<file path="src/video_timing_pkg.sv">
//--------------------------------------------------------------------
// display timing defaults and pixel types shared by the video side
//--------------------------------------------------------------------
`default_nettype none

package video_timing_pkg;

   //-----------------------------------------------------------------
   // 640x480 timing at 36 MHz, 832 clocks per line, 509 lines
   //-----------------------------------------------------------------
   localparam int ACTIVE_H = 640;   // visible pixels per line
   localparam int ACTIVE_V = 480;   // visible lines per frame
   localparam int H_FP     = 32;    // horizontal front porch
   localparam int H_PULSE  = 48;    // hsync low time
   localparam int H_BP     = 112;   // horizontal back porch
   localparam int V_FP     = 1;     // vertical front porch, in lines
   localparam int V_PULSE  = 3;     // vsync low time, in lines
   localparam int V_BP     = 25;    // vertical back porch, in lines

   // pixel position or raw counter value, 832 fits in 10 bits
   typedef logic [9:0] coord_t;

   // one bit per gun, red in the msb
   typedef struct packed
   {
      logic red;
      logic green;
      logic blue;
   } rgb_t;

   // everything the monitor side sees, all fields registered
   typedef struct packed
   {
      logic   hsync;    // active low
      logic   vsync;    // active low
      rgb_t   colour;   // 0 outside the active window
      coord_t x;        // active column, 0 in blanking
      coord_t y;        // active line, 0 in blanking
   } vga_out_t;

endpackage

`default_nettype wire

</file>
<file path="src/tile_cmd_pkg.sv">
//--------------------------------------------------------------------
// host command formats, tile grid geometry and store request type
//--------------------------------------------------------------------
`default_nettype none

package tile_cmd_pkg;

   // grid geometry
   localparam int TILE_SHIFT = 5;                      // 32x32 tiles
   localparam int GRID_COLS  = 20;                     // 640 / 32
   localparam int GRID_ROWS  = 15;                     // 480 / 32
   localparam int TILE_COUNT = GRID_COLS * GRID_ROWS;  // 300 entries

   typedef logic [8:0] tile_addr_t;   // row * 20 + col

   typedef enum logic
   {
      OP_TILE = 1'b0,   // write one tile
      OP_BG   = 1'b1    // set background colour
   } cmd_op_e;

   //-----------------------------------------------------------------
   // the two views of one 16 bit command word, opcode in the msb
   //-----------------------------------------------------------------
   typedef struct packed
   {
      cmd_op_e              op;
      logic [4:0]           col;      // 0..19 valid
      logic [3:0]           row;      // 0..14 valid
      video_timing_pkg::rgb_t colour;
      logic [2:0]           spare;
   } tile_write_t;

   typedef struct packed
   {
      cmd_op_e              op;
      logic [11:0]          spare;
      video_timing_pkg::rgb_t colour;
   } bg_set_t;

   typedef union packed
   {
      tile_write_t tile;
      bg_set_t     bg;
   } cmd_u;

   // one cycle write strobe from decoder to store
   typedef struct packed
   {
      logic                 valid;
      logic                 is_bg;    // background reg instead of map
      tile_addr_t           addr;
      video_timing_pkg::rgb_t colour;
   } store_req_t;

endpackage

`default_nettype wire

</file>
<file path="src/cmd_decoder.sv">
//--------------------------------------------------------------------
// four-phase req/ack slave, turns one host command into a store write
//--------------------------------------------------------------------
`timescale 1ns/10ps
`default_nettype none

module cmd_decoder
(
   input  wire                      clk_36MHz,
   input  wire                      arst_n,
   input  wire                      req,
   input  wire tile_cmd_pkg::cmd_u  cmd,
   output logic                     ack,
   output tile_cmd_pkg::store_req_t store
);
   import tile_cmd_pkg::*;

   typedef enum logic [1:0]
   {
      S_IDLE,    // waiting for req
      S_ISSUE,   // command held, strobe goes out next
      S_ACKD     // ack up, waiting for req to drop
   } state_e;

   state_e     state;
   cmd_u       cmd_q;      // captured command word
   logic       in_range;   // tile coordinates inside the grid
   store_req_t next_req;

   // capture register, only loaded on accept
   always_ff @(posedge clk_36MHz)
   begin
      if (state == S_IDLE && req && !ack)
         cmd_q <= cmd;
   end

   //-----------------------------------------------------------------
   // decode through the view picked by the opcode
   //-----------------------------------------------------------------
   always_comb
   begin
      in_range = (cmd_q.tile.col < GRID_COLS) && (cmd_q.tile.row < GRID_ROWS);
      next_req = '0;
      if (cmd_q.tile.op == OP_BG)
      begin
         next_req.valid  = 1'b1;
         next_req.is_bg  = 1'b1;
         next_req.colour = cmd_q.bg.colour;
      end
      else
      begin
         next_req.valid  = in_range;     // out of range is acked but dropped
         next_req.addr   = tile_addr_t'(cmd_q.tile.row) * tile_addr_t'(GRID_COLS)
                           + tile_addr_t'(cmd_q.tile.col);
         next_req.colour = cmd_q.tile.colour;
      end
   end

   // handshake FSM, ack trails the state by one clock
   always_ff @(posedge clk_36MHz or negedge arst_n)
   begin
      if (!arst_n)
      begin
         state <= S_IDLE;
         ack   <= 1'b0;
         store <= '0;
      end
      else
      begin
         store.valid <= 1'b0;              // strobe is a single cycle
         ack         <= (state == S_ACKD); // up 2 after accept, down 1 after req low
         case (state)
            S_IDLE:  if (req && !ack) state <= S_ISSUE;
            S_ISSUE:
            begin
               store <= next_req;
               state <= S_ACKD;
            end
            S_ACKD:  if (ack && !req) state <= S_IDLE;
            default: state <= S_IDLE;
         endcase
      end
   end

endmodule

`default_nettype wire

</file>
<file path="src/tile_store.sv">
//--------------------------------------------------------------------
// tile map and background register, written by the decoder and read
// by the video side through a one cycle registered port
//--------------------------------------------------------------------
`timescale 1ns/10ps
`default_nettype none

module tile_store
(
   input  wire                          clk_36MHz,
   input  wire                          arst_n,
   input  wire tile_cmd_pkg::store_req_t store,
   input  wire tile_cmd_pkg::tile_addr_t rd_addr,
   output video_timing_pkg::rgb_t       tile_colour,
   output video_timing_pkg::rgb_t       bg_colour
);
   import video_timing_pkg::*;
   import tile_cmd_pkg::*;

   rgb_t mem [TILE_COUNT];   // one colour per tile, row major

   //-----------------------------------------------------------------
   // write side
   //-----------------------------------------------------------------
   always_ff @(posedge clk_36MHz or negedge arst_n)
   begin
      if (!arst_n)
      begin
         // whole map comes up black
         for (int i = 0; i < TILE_COUNT; i++)
            mem[i] <= '0;
         bg_colour <= '0;
      end
      else if (store.valid)
      begin
         if (store.is_bg)
            bg_colour <= store.colour;       // background takes effect at once
         else
            mem[store.addr] <= store.colour; // decoder keeps addr below 300
      end
   end

   //-----------------------------------------------------------------
   // read side, one cycle latency to match the video pipeline
   //-----------------------------------------------------------------
   always_ff @(posedge clk_36MHz or negedge arst_n)
   begin
      if (!arst_n)
         tile_colour <= '0;
      else if (rd_addr < TILE_COUNT)
         tile_colour <= mem[rd_addr];
      else
         tile_colour <= '0;   // past the map, shows background
   end

endmodule

`default_nettype wire

</file>
<file path="src/vga_controller.sv">
//--------------------------------------------------------------------
// VGA timing, tile lookup and registered pixel output; fields of vga
// describe the counter position from two clocks earlier
//--------------------------------------------------------------------
`timescale 1ns/10ps
`default_nettype none

module vga_controller
#(
   parameter int ACTIVE_H = video_timing_pkg::ACTIVE_H,
   parameter int ACTIVE_V = video_timing_pkg::ACTIVE_V,
   parameter int H_FP     = video_timing_pkg::H_FP,
   parameter int H_PULSE  = video_timing_pkg::H_PULSE,
   parameter int H_BP     = video_timing_pkg::H_BP,
   parameter int V_FP     = video_timing_pkg::V_FP,
   parameter int V_PULSE  = video_timing_pkg::V_PULSE,
   parameter int V_BP     = video_timing_pkg::V_BP
)
(
   input  wire                           clk_36MHz,
   input  wire                           arst_n,
   output tile_cmd_pkg::tile_addr_t      rd_addr,
   input  wire video_timing_pkg::rgb_t   tile_colour,
   input  wire video_timing_pkg::rgb_t   bg_colour,
   output video_timing_pkg::vga_out_t    vga
);
   import video_timing_pkg::*;
   import tile_cmd_pkg::*;

   localparam int H_BLANK = H_FP + H_PULSE + H_BP;   // 192 clocks before active
   localparam int V_BLANK = V_FP + V_PULSE + V_BP;   // 29 lines before active
   localparam int H_TOTAL = H_BLANK + ACTIVE_H;      // 832
   localparam int V_TOTAL = V_BLANK + ACTIVE_V;      // 509

   coord_t h_cnt;
   coord_t v_cnt;
   logic   hsync_c;
   logic   vsync_c;
   logic   active_c;
   coord_t x_c;
   coord_t y_c;

   // stage one, aligned with the store read
   logic   hsync_s1;
   logic   vsync_s1;
   logic   active_s1;
   coord_t x_s1;
   coord_t y_s1;
   rgb_t   pix_colour;

   //-----------------------------------------------------------------
   // line and frame counters
   //-----------------------------------------------------------------
   always_ff @(posedge clk_36MHz or negedge arst_n)
   begin
      if (!arst_n)
      begin
         h_cnt <= '0;
         v_cnt <= '0;
      end
      else if (h_cnt < coord_t'(H_TOTAL - 1))
         h_cnt <= h_cnt + 1'b1;
      else
      begin
         h_cnt <= '0;                                 // end of line
         if (v_cnt < coord_t'(V_TOTAL - 1))
            v_cnt <= v_cnt + 1'b1;
         else
            v_cnt <= '0;                              // end of frame
      end
   end

   // sync pulses sit right after the front porch, active low
   assign hsync_c  = !((h_cnt >= coord_t'(H_FP)) && (h_cnt < coord_t'(H_FP + H_PULSE)));
   assign vsync_c  = !((v_cnt >= coord_t'(V_FP)) && (v_cnt < coord_t'(V_FP + V_PULSE)));
   assign active_c = (h_cnt >= coord_t'(H_BLANK)) && (v_cnt >= coord_t'(V_BLANK));

   // active coordinates, 0 in blanking so the lookup lands on tile 0
   assign x_c = active_c ? h_cnt - coord_t'(H_BLANK) : '0;
   assign y_c = active_c ? v_cnt - coord_t'(V_BLANK) : '0;

   // tile index = (y / 32) * 20 + x / 32
   assign rd_addr = tile_addr_t'(y_c >> TILE_SHIFT) * tile_addr_t'(GRID_COLS)
                    + tile_addr_t'(x_c >> TILE_SHIFT);

   //-----------------------------------------------------------------
   // stage one, position and flags wait for the store read
   //-----------------------------------------------------------------
   always_ff @(posedge clk_36MHz or negedge arst_n)
   begin
      if (!arst_n)
      begin
         hsync_s1  <= 1'b1;
         vsync_s1  <= 1'b1;
         active_s1 <= 1'b0;
         x_s1      <= '0;
         y_s1      <= '0;
      end
      else
      begin
         hsync_s1  <= hsync_c;
         vsync_s1  <= vsync_c;
         active_s1 <= active_c;
         x_s1      <= x_c;
         y_s1      <= y_c;
      end
   end

   // tile 0 means transparent, show background
   assign pix_colour = !active_s1           ? '0 :
                       (tile_colour != '0) ? tile_colour : bg_colour;

   // stage two, output register
   always_ff @(posedge clk_36MHz or negedge arst_n)
   begin
      if (!arst_n)
      begin
         vga.hsync  <= 1'b1;
         vga.vsync  <= 1'b1;
         vga.colour <= '0;
         vga.x      <= '0;
         vga.y      <= '0;
      end
      else
      begin
         vga.hsync  <= hsync_s1;
         vga.vsync  <= vsync_s1;
         vga.colour <= pix_colour;
         vga.x      <= x_s1;    // already zeroed outside active
         vga.y      <= y_s1;
      end
   end

endmodule

`default_nettype wire

</file>
<file path="src/tile_display_top.sv">
//--------------------------------------------------------------------
// tiled colour display, host command port in and VGA out; timing is
// set here and handed down to the video block
//--------------------------------------------------------------------
`timescale 1ns/10ps
`default_nettype none

module tile_display_top
#(
   parameter int ACTIVE_H = video_timing_pkg::ACTIVE_H,
   parameter int ACTIVE_V = video_timing_pkg::ACTIVE_V,
   parameter int H_FP     = video_timing_pkg::H_FP,
   parameter int H_PULSE  = video_timing_pkg::H_PULSE,
   parameter int H_BP     = video_timing_pkg::H_BP,
   parameter int V_FP     = video_timing_pkg::V_FP,
   parameter int V_PULSE  = video_timing_pkg::V_PULSE,
   parameter int V_BP     = video_timing_pkg::V_BP
)
(
   input  wire                             clk_36MHz,
   input  wire                             arst_n,
   input  wire                             req,
   input  wire tile_cmd_pkg::cmd_u         cmd,
   output wire                             ack,
   output wire video_timing_pkg::vga_out_t vga
);
   import video_timing_pkg::*;
   import tile_cmd_pkg::*;

   wire store_req_t store;         // decoder write strobe
   wire tile_addr_t rd_addr;       // video lookup address
   wire rgb_t       tile_colour;
   wire rgb_t       bg_colour;

   //-----------------------------------------------------------------
   // decode, execute, result
   //-----------------------------------------------------------------
   cmd_decoder u_decoder
   (
      .clk_36MHz (clk_36MHz),
      .arst_n    (arst_n),
      .req       (req),
      .cmd       (cmd),
      .ack       (ack),
      .store     (store)
   );

   tile_store u_store
   (
      .clk_36MHz   (clk_36MHz),
      .arst_n      (arst_n),
      .store       (store),
      .rd_addr     (rd_addr),
      .tile_colour (tile_colour),
      .bg_colour   (bg_colour)
   );

   vga_controller
   #(
      .ACTIVE_H (ACTIVE_H),
      .ACTIVE_V (ACTIVE_V),
      .H_FP     (H_FP),
      .H_PULSE  (H_PULSE),
      .H_BP     (H_BP),
      .V_FP     (V_FP),
      .V_PULSE  (V_PULSE),
      .V_BP     (V_BP)
   )
   u_vga
   (
      .clk_36MHz   (clk_36MHz),
      .arst_n      (arst_n),
      .rd_addr     (rd_addr),
      .tile_colour (tile_colour),
      .bg_colour   (bg_colour),
      .vga         (vga)
   );

endmodule

`default_nettype wire

</file>
<file path="config.mk">
export PLATFORM = sky130hd
export DESIGN_NAME = tile_display_top
export DESIGN_NICKNAME = d
export VERILOG_FILES = /design/src/video_timing_pkg.sv /design/src/tile_cmd_pkg.sv /design/src/cmd_decoder.sv /design/src/tile_store.sv /design/src/vga_controller.sv /design/src/tile_display_top.sv
export SDC_FILE = /design/constraint.sdc
export NUM_CORES = 2
export LEC_CHECK = 0
export BUFFER_PORTS_ARGS = -buffer_cell sky130_fd_sc_hd__buf_4
export CORE_AREA = 5 5 379 269
export DETAILED_ROUTE_END_ITERATION = 8
export DIE_AREA = 0 0 384 274
export PLACE_DENSITY = 0.65
export SLEW_MARGIN = 10
export SYNTH_ARGS = -nofsm -noshare
export SYNTH_HDL_FRONTEND = slang
export SYNTH_SLANG_ARGS = --single-unit
</file>
<file path="constraint.sdc">
create_clock -name clk_36MHz -period 8.1 [get_ports clk_36MHz]
set_input_delay 0.81 -clock clk_36MHz [delete_from_list [all_inputs] [get_ports clk_36MHz]]
set_output_delay 0.81 -clock clk_36MHz [all_outputs]
set_load 0.005 [all_outputs]
</file>
==> reports/results.ini <==
[run_status]
outcome = completed

[power_and_ir_drop]
p_per_area_nw_per_um2 = 226
intPower_mw = 8.47
swShare_pct = 30.2
power_mw = 12.1
seq_power_share_pct = 45.9
peakVddDrop_uv = 314
comb_power_share_pct = 13.1
pwr-share-clk_pct = 41.0
power.switching_mw = 3.66
leakagePower_nw = 25.1

[grt]
grt_max_degree = 181
track_usage_pct = 32.3
overflow = 0
grt_pass1_wl_um = 252000
antenna_found_initial = 10
grt_pass1_vias = 35300

[clocking]
cts.sinks = 1007
clock-root-buffer = clkbuf_16
cts_hold_repair.buffers = 0
cts_setup_buffers = 0
ctsResizeCount = 0
clock_path_buffers = 3
clock_latency_ns = 0.73
htree_levels = 3
cts_tree = done
path_clk_slew_ns = 0.07
numCtsBuffers = 97

[routing]
first_pass_iters = 6
wl_per_cell_um = 31.2
drc = 0
num_vias = 36700
ant_nets = 0
wl_um = 172000
via_per_inst = 6.64
drt_iter0_markers = 4821

[timing]
drv_slew = 0
worst_slack_ns = 1.66
post-route-min-period_ns = 6.44
setup_violations = 0
worst_slew_pin_slew_ns = 1.35
setup_tns_ns = 0
finalHoldViolations = 0
max_freq_mhz = 155
finClkSkew_ns = 0.0382
post-route-period-util_pct = 79.5
grt_setup_unrepaired = false
hold_ws_ns = 0.102
maxSlewHeadroom_pct = 9.99

[die]
initial_core_util_pct = 49.7
rows = 96
core-area_um2 = 97500
num_io_pins = 45
dieHeight_um = 274
die_w_um = 384
dieArea_um2 = 105000

[logic_synthesis]
syn-num-nets = 4261
synth.avg_cell_area_um2 = 11.5
async_flop_share_pct = 98.4
postSynthCellCount = 4213
yosys_warnings = 0
ys_ff_latch = 1007
synth-edff-count = 16
yosysUniqueCellTypes = 77
synthFlopType = dfrtp_1
synthesis.area_um2 = 48500
synth_seq_area_share_pct = 52.1

[final_layout]
post_route_cells_drive_above_1_share_pct = 31.2
syn_to_final_growth_pct = 10.6
nets = 4173
layout_commonest_cell = dfrtp_1
final_cell_mix = dfrtp_1, mux2_2, nand2_1
final_util_pct = 55.0
num-fill-cells = 8385

[place]
dp_slack_ns = 1.97
io_buffers = 44
dp_hpwl_um = 111000
place_congestion = 1.01

[worst_hold_path]
hp-class = input port to asynchronous set/reset pin

[critical_path]
crit_required_ns = 8.70
cp-end-kind = flop
arrival_ns = 7.04
worst_setup_path_start_kind = flop
crit_type = flop to flop
cp_max_fo = 45

[run]
cap_violations = 0

cell usage after synthesis, types with 11 or more instances:
cell / n / area share (%)
a221oi_1: 46 / 0.83
a21oi_1: 132 / 1.4
nor2_1: 317 / 2.5
nand3_1: 64 / 0.66
nand2_1: 403 / 3.1
o221ai_1: 30 / 0.54
inv_1: 31 / 0.24
or4_1: 11 / 0.17
and2_1: 15 / 0.19
o31ai_1: 19 / 0.29
mux2_2: 943 / 22
ha_1: 25 / 0.64
nor4_1: 27 / 0.35
mux2i_1: 95 / 2.0
nand2b_1: 32 / 0.41
edfxtp_1: 16 / 0.99
or3_1: 26 / 0.34
o211ai_1: 35 / 0.54
a211oi_1: 50 / 0.77
buf_1: 23 / 0.18
o2bb2ai_1: 14 / 0.25
a311oi_1: 25 / 0.45
xor2_1: 15 / 0.27
xnor2_1: 17 / 0.31
a31oi_1: 20 / 0.26
nor3_1: 72 / 0.74
o311ai_0: 16 / 0.29
o21ai_0: 128 / 1.3
dfrtp_1: 987 / 51
a2111oi_0: 17 / 0.31
a32oi_1: 11 / 0.20
clkbuf_1: 246 / 1.9
buf_2: 61 / 0.63
o22ai_1: 45 / 0.58
nor2b_1: 37 / 0.48
and3_1: 11 / 0.14
final cells by class:
type,count,area (µm²),share of cell area [%]
antenna,1,2.50,0.00467
clock buffer,140,2850,5.32
clock inverter,40,594,1.11
inverter,36,141,0.264
multi-input combinational,2836,21900,40.8
sequential,1007,25300,47.2
tap,1323,1660,3.09
timing repair buffer,147,1190,2.21
cells by family after synthesis:
logic type,Yosys count,synth area share [%]
adder cells (fa/ha/maj),29,0.810
AND/OR/NAND/NOR,1040,9.44
XOR/XNOR,32,0.578
buffers and inverters,370,3.07
AO/OA/AOI/OAI,691,9.85
multiplexers,1044,24.1
flip-flops,1007,52.1
flip-flops by register name, summed over array words and instances, names as in the netlist:
register,cells
u_vga.hsync_s1,1
u_store.mem,900
u_decoder.ack,1
u_store.tile_colour,3
u_decoder.state,2
u_vga.y_s1,10
u_vga.active_s1,1
u_vga.h_cnt,10
u_vga.x_s1,10
u_vga.vga,25
u_vga.vsync_s1,1
u_store.bg_colour,3
u_decoder.cmd_q,16
u_vga.v_cnt,10
u_decoder.store,14
through the flow:
step	area, µm²	cells
2_1_floorplan	48500	4213
3_3_place_gp	50200	5349
3_5_place_dp	50200	5349
4_1_cts	53600	5529
5_1_grt	53600	5529
6_report	53600	5530
path summary, 6_finish.rpt:
check	start	end	slack (ns)	cells past startpoint
max reg2reg	u_vga.h_cnt[6]	u_store.tile_colour[0]	1.66	15
min	arst_n	u_decoder.state[1]	0.10	1
max in group asynchronous	arst_n	u_store.mem[609]	6.08	3
min in group clk_36MHz	cmd[5]	u_decoder.cmd_q[5]	0.27	1
min reg2reg	u_vga.y_s1[4]	u_vga.vga[4]	0.34	0
max	u_vga.h_cnt[6]	u_store.tile_colour[0]	1.66	15
power groups by stage:
stage                     logic (mW)  registers [mW]  clock network, mW
after global placement          1.53            5.65                  0
after CTS                       1.54            5.56               5.01
after detailed placement        1.54            5.65                  0
after global routing            1.65            5.59               5.21
after floorplan                 1.01            5.41                  0
final                           1.59            5.57               4.97
metal layers:
layer	track usage (%)	share of wire, %
met5	0	0.024
met4	10.9	3.8
met3	13.1	14
met2	42.6	39
met1	47.8	43
critical path: stages (launching register included):
cell	delay (ns)
dfrtp_4	0.64
ha_1	0.30
nor3_1	0.66
o21ai_4	0.15
nand2_4	0.13
buf_4	0.56
nor2_1	0.26
ha_1	0.36
ha_1	0.23
fa_1	0.54
xnor2_1	1.08
nand2_1	0.42
nor4_1	0.49
o22ai_1	0.13
o2111ai_1	0.22
o41ai_1	0.14
Note: power is estimated with default switching activity, not from simulation.
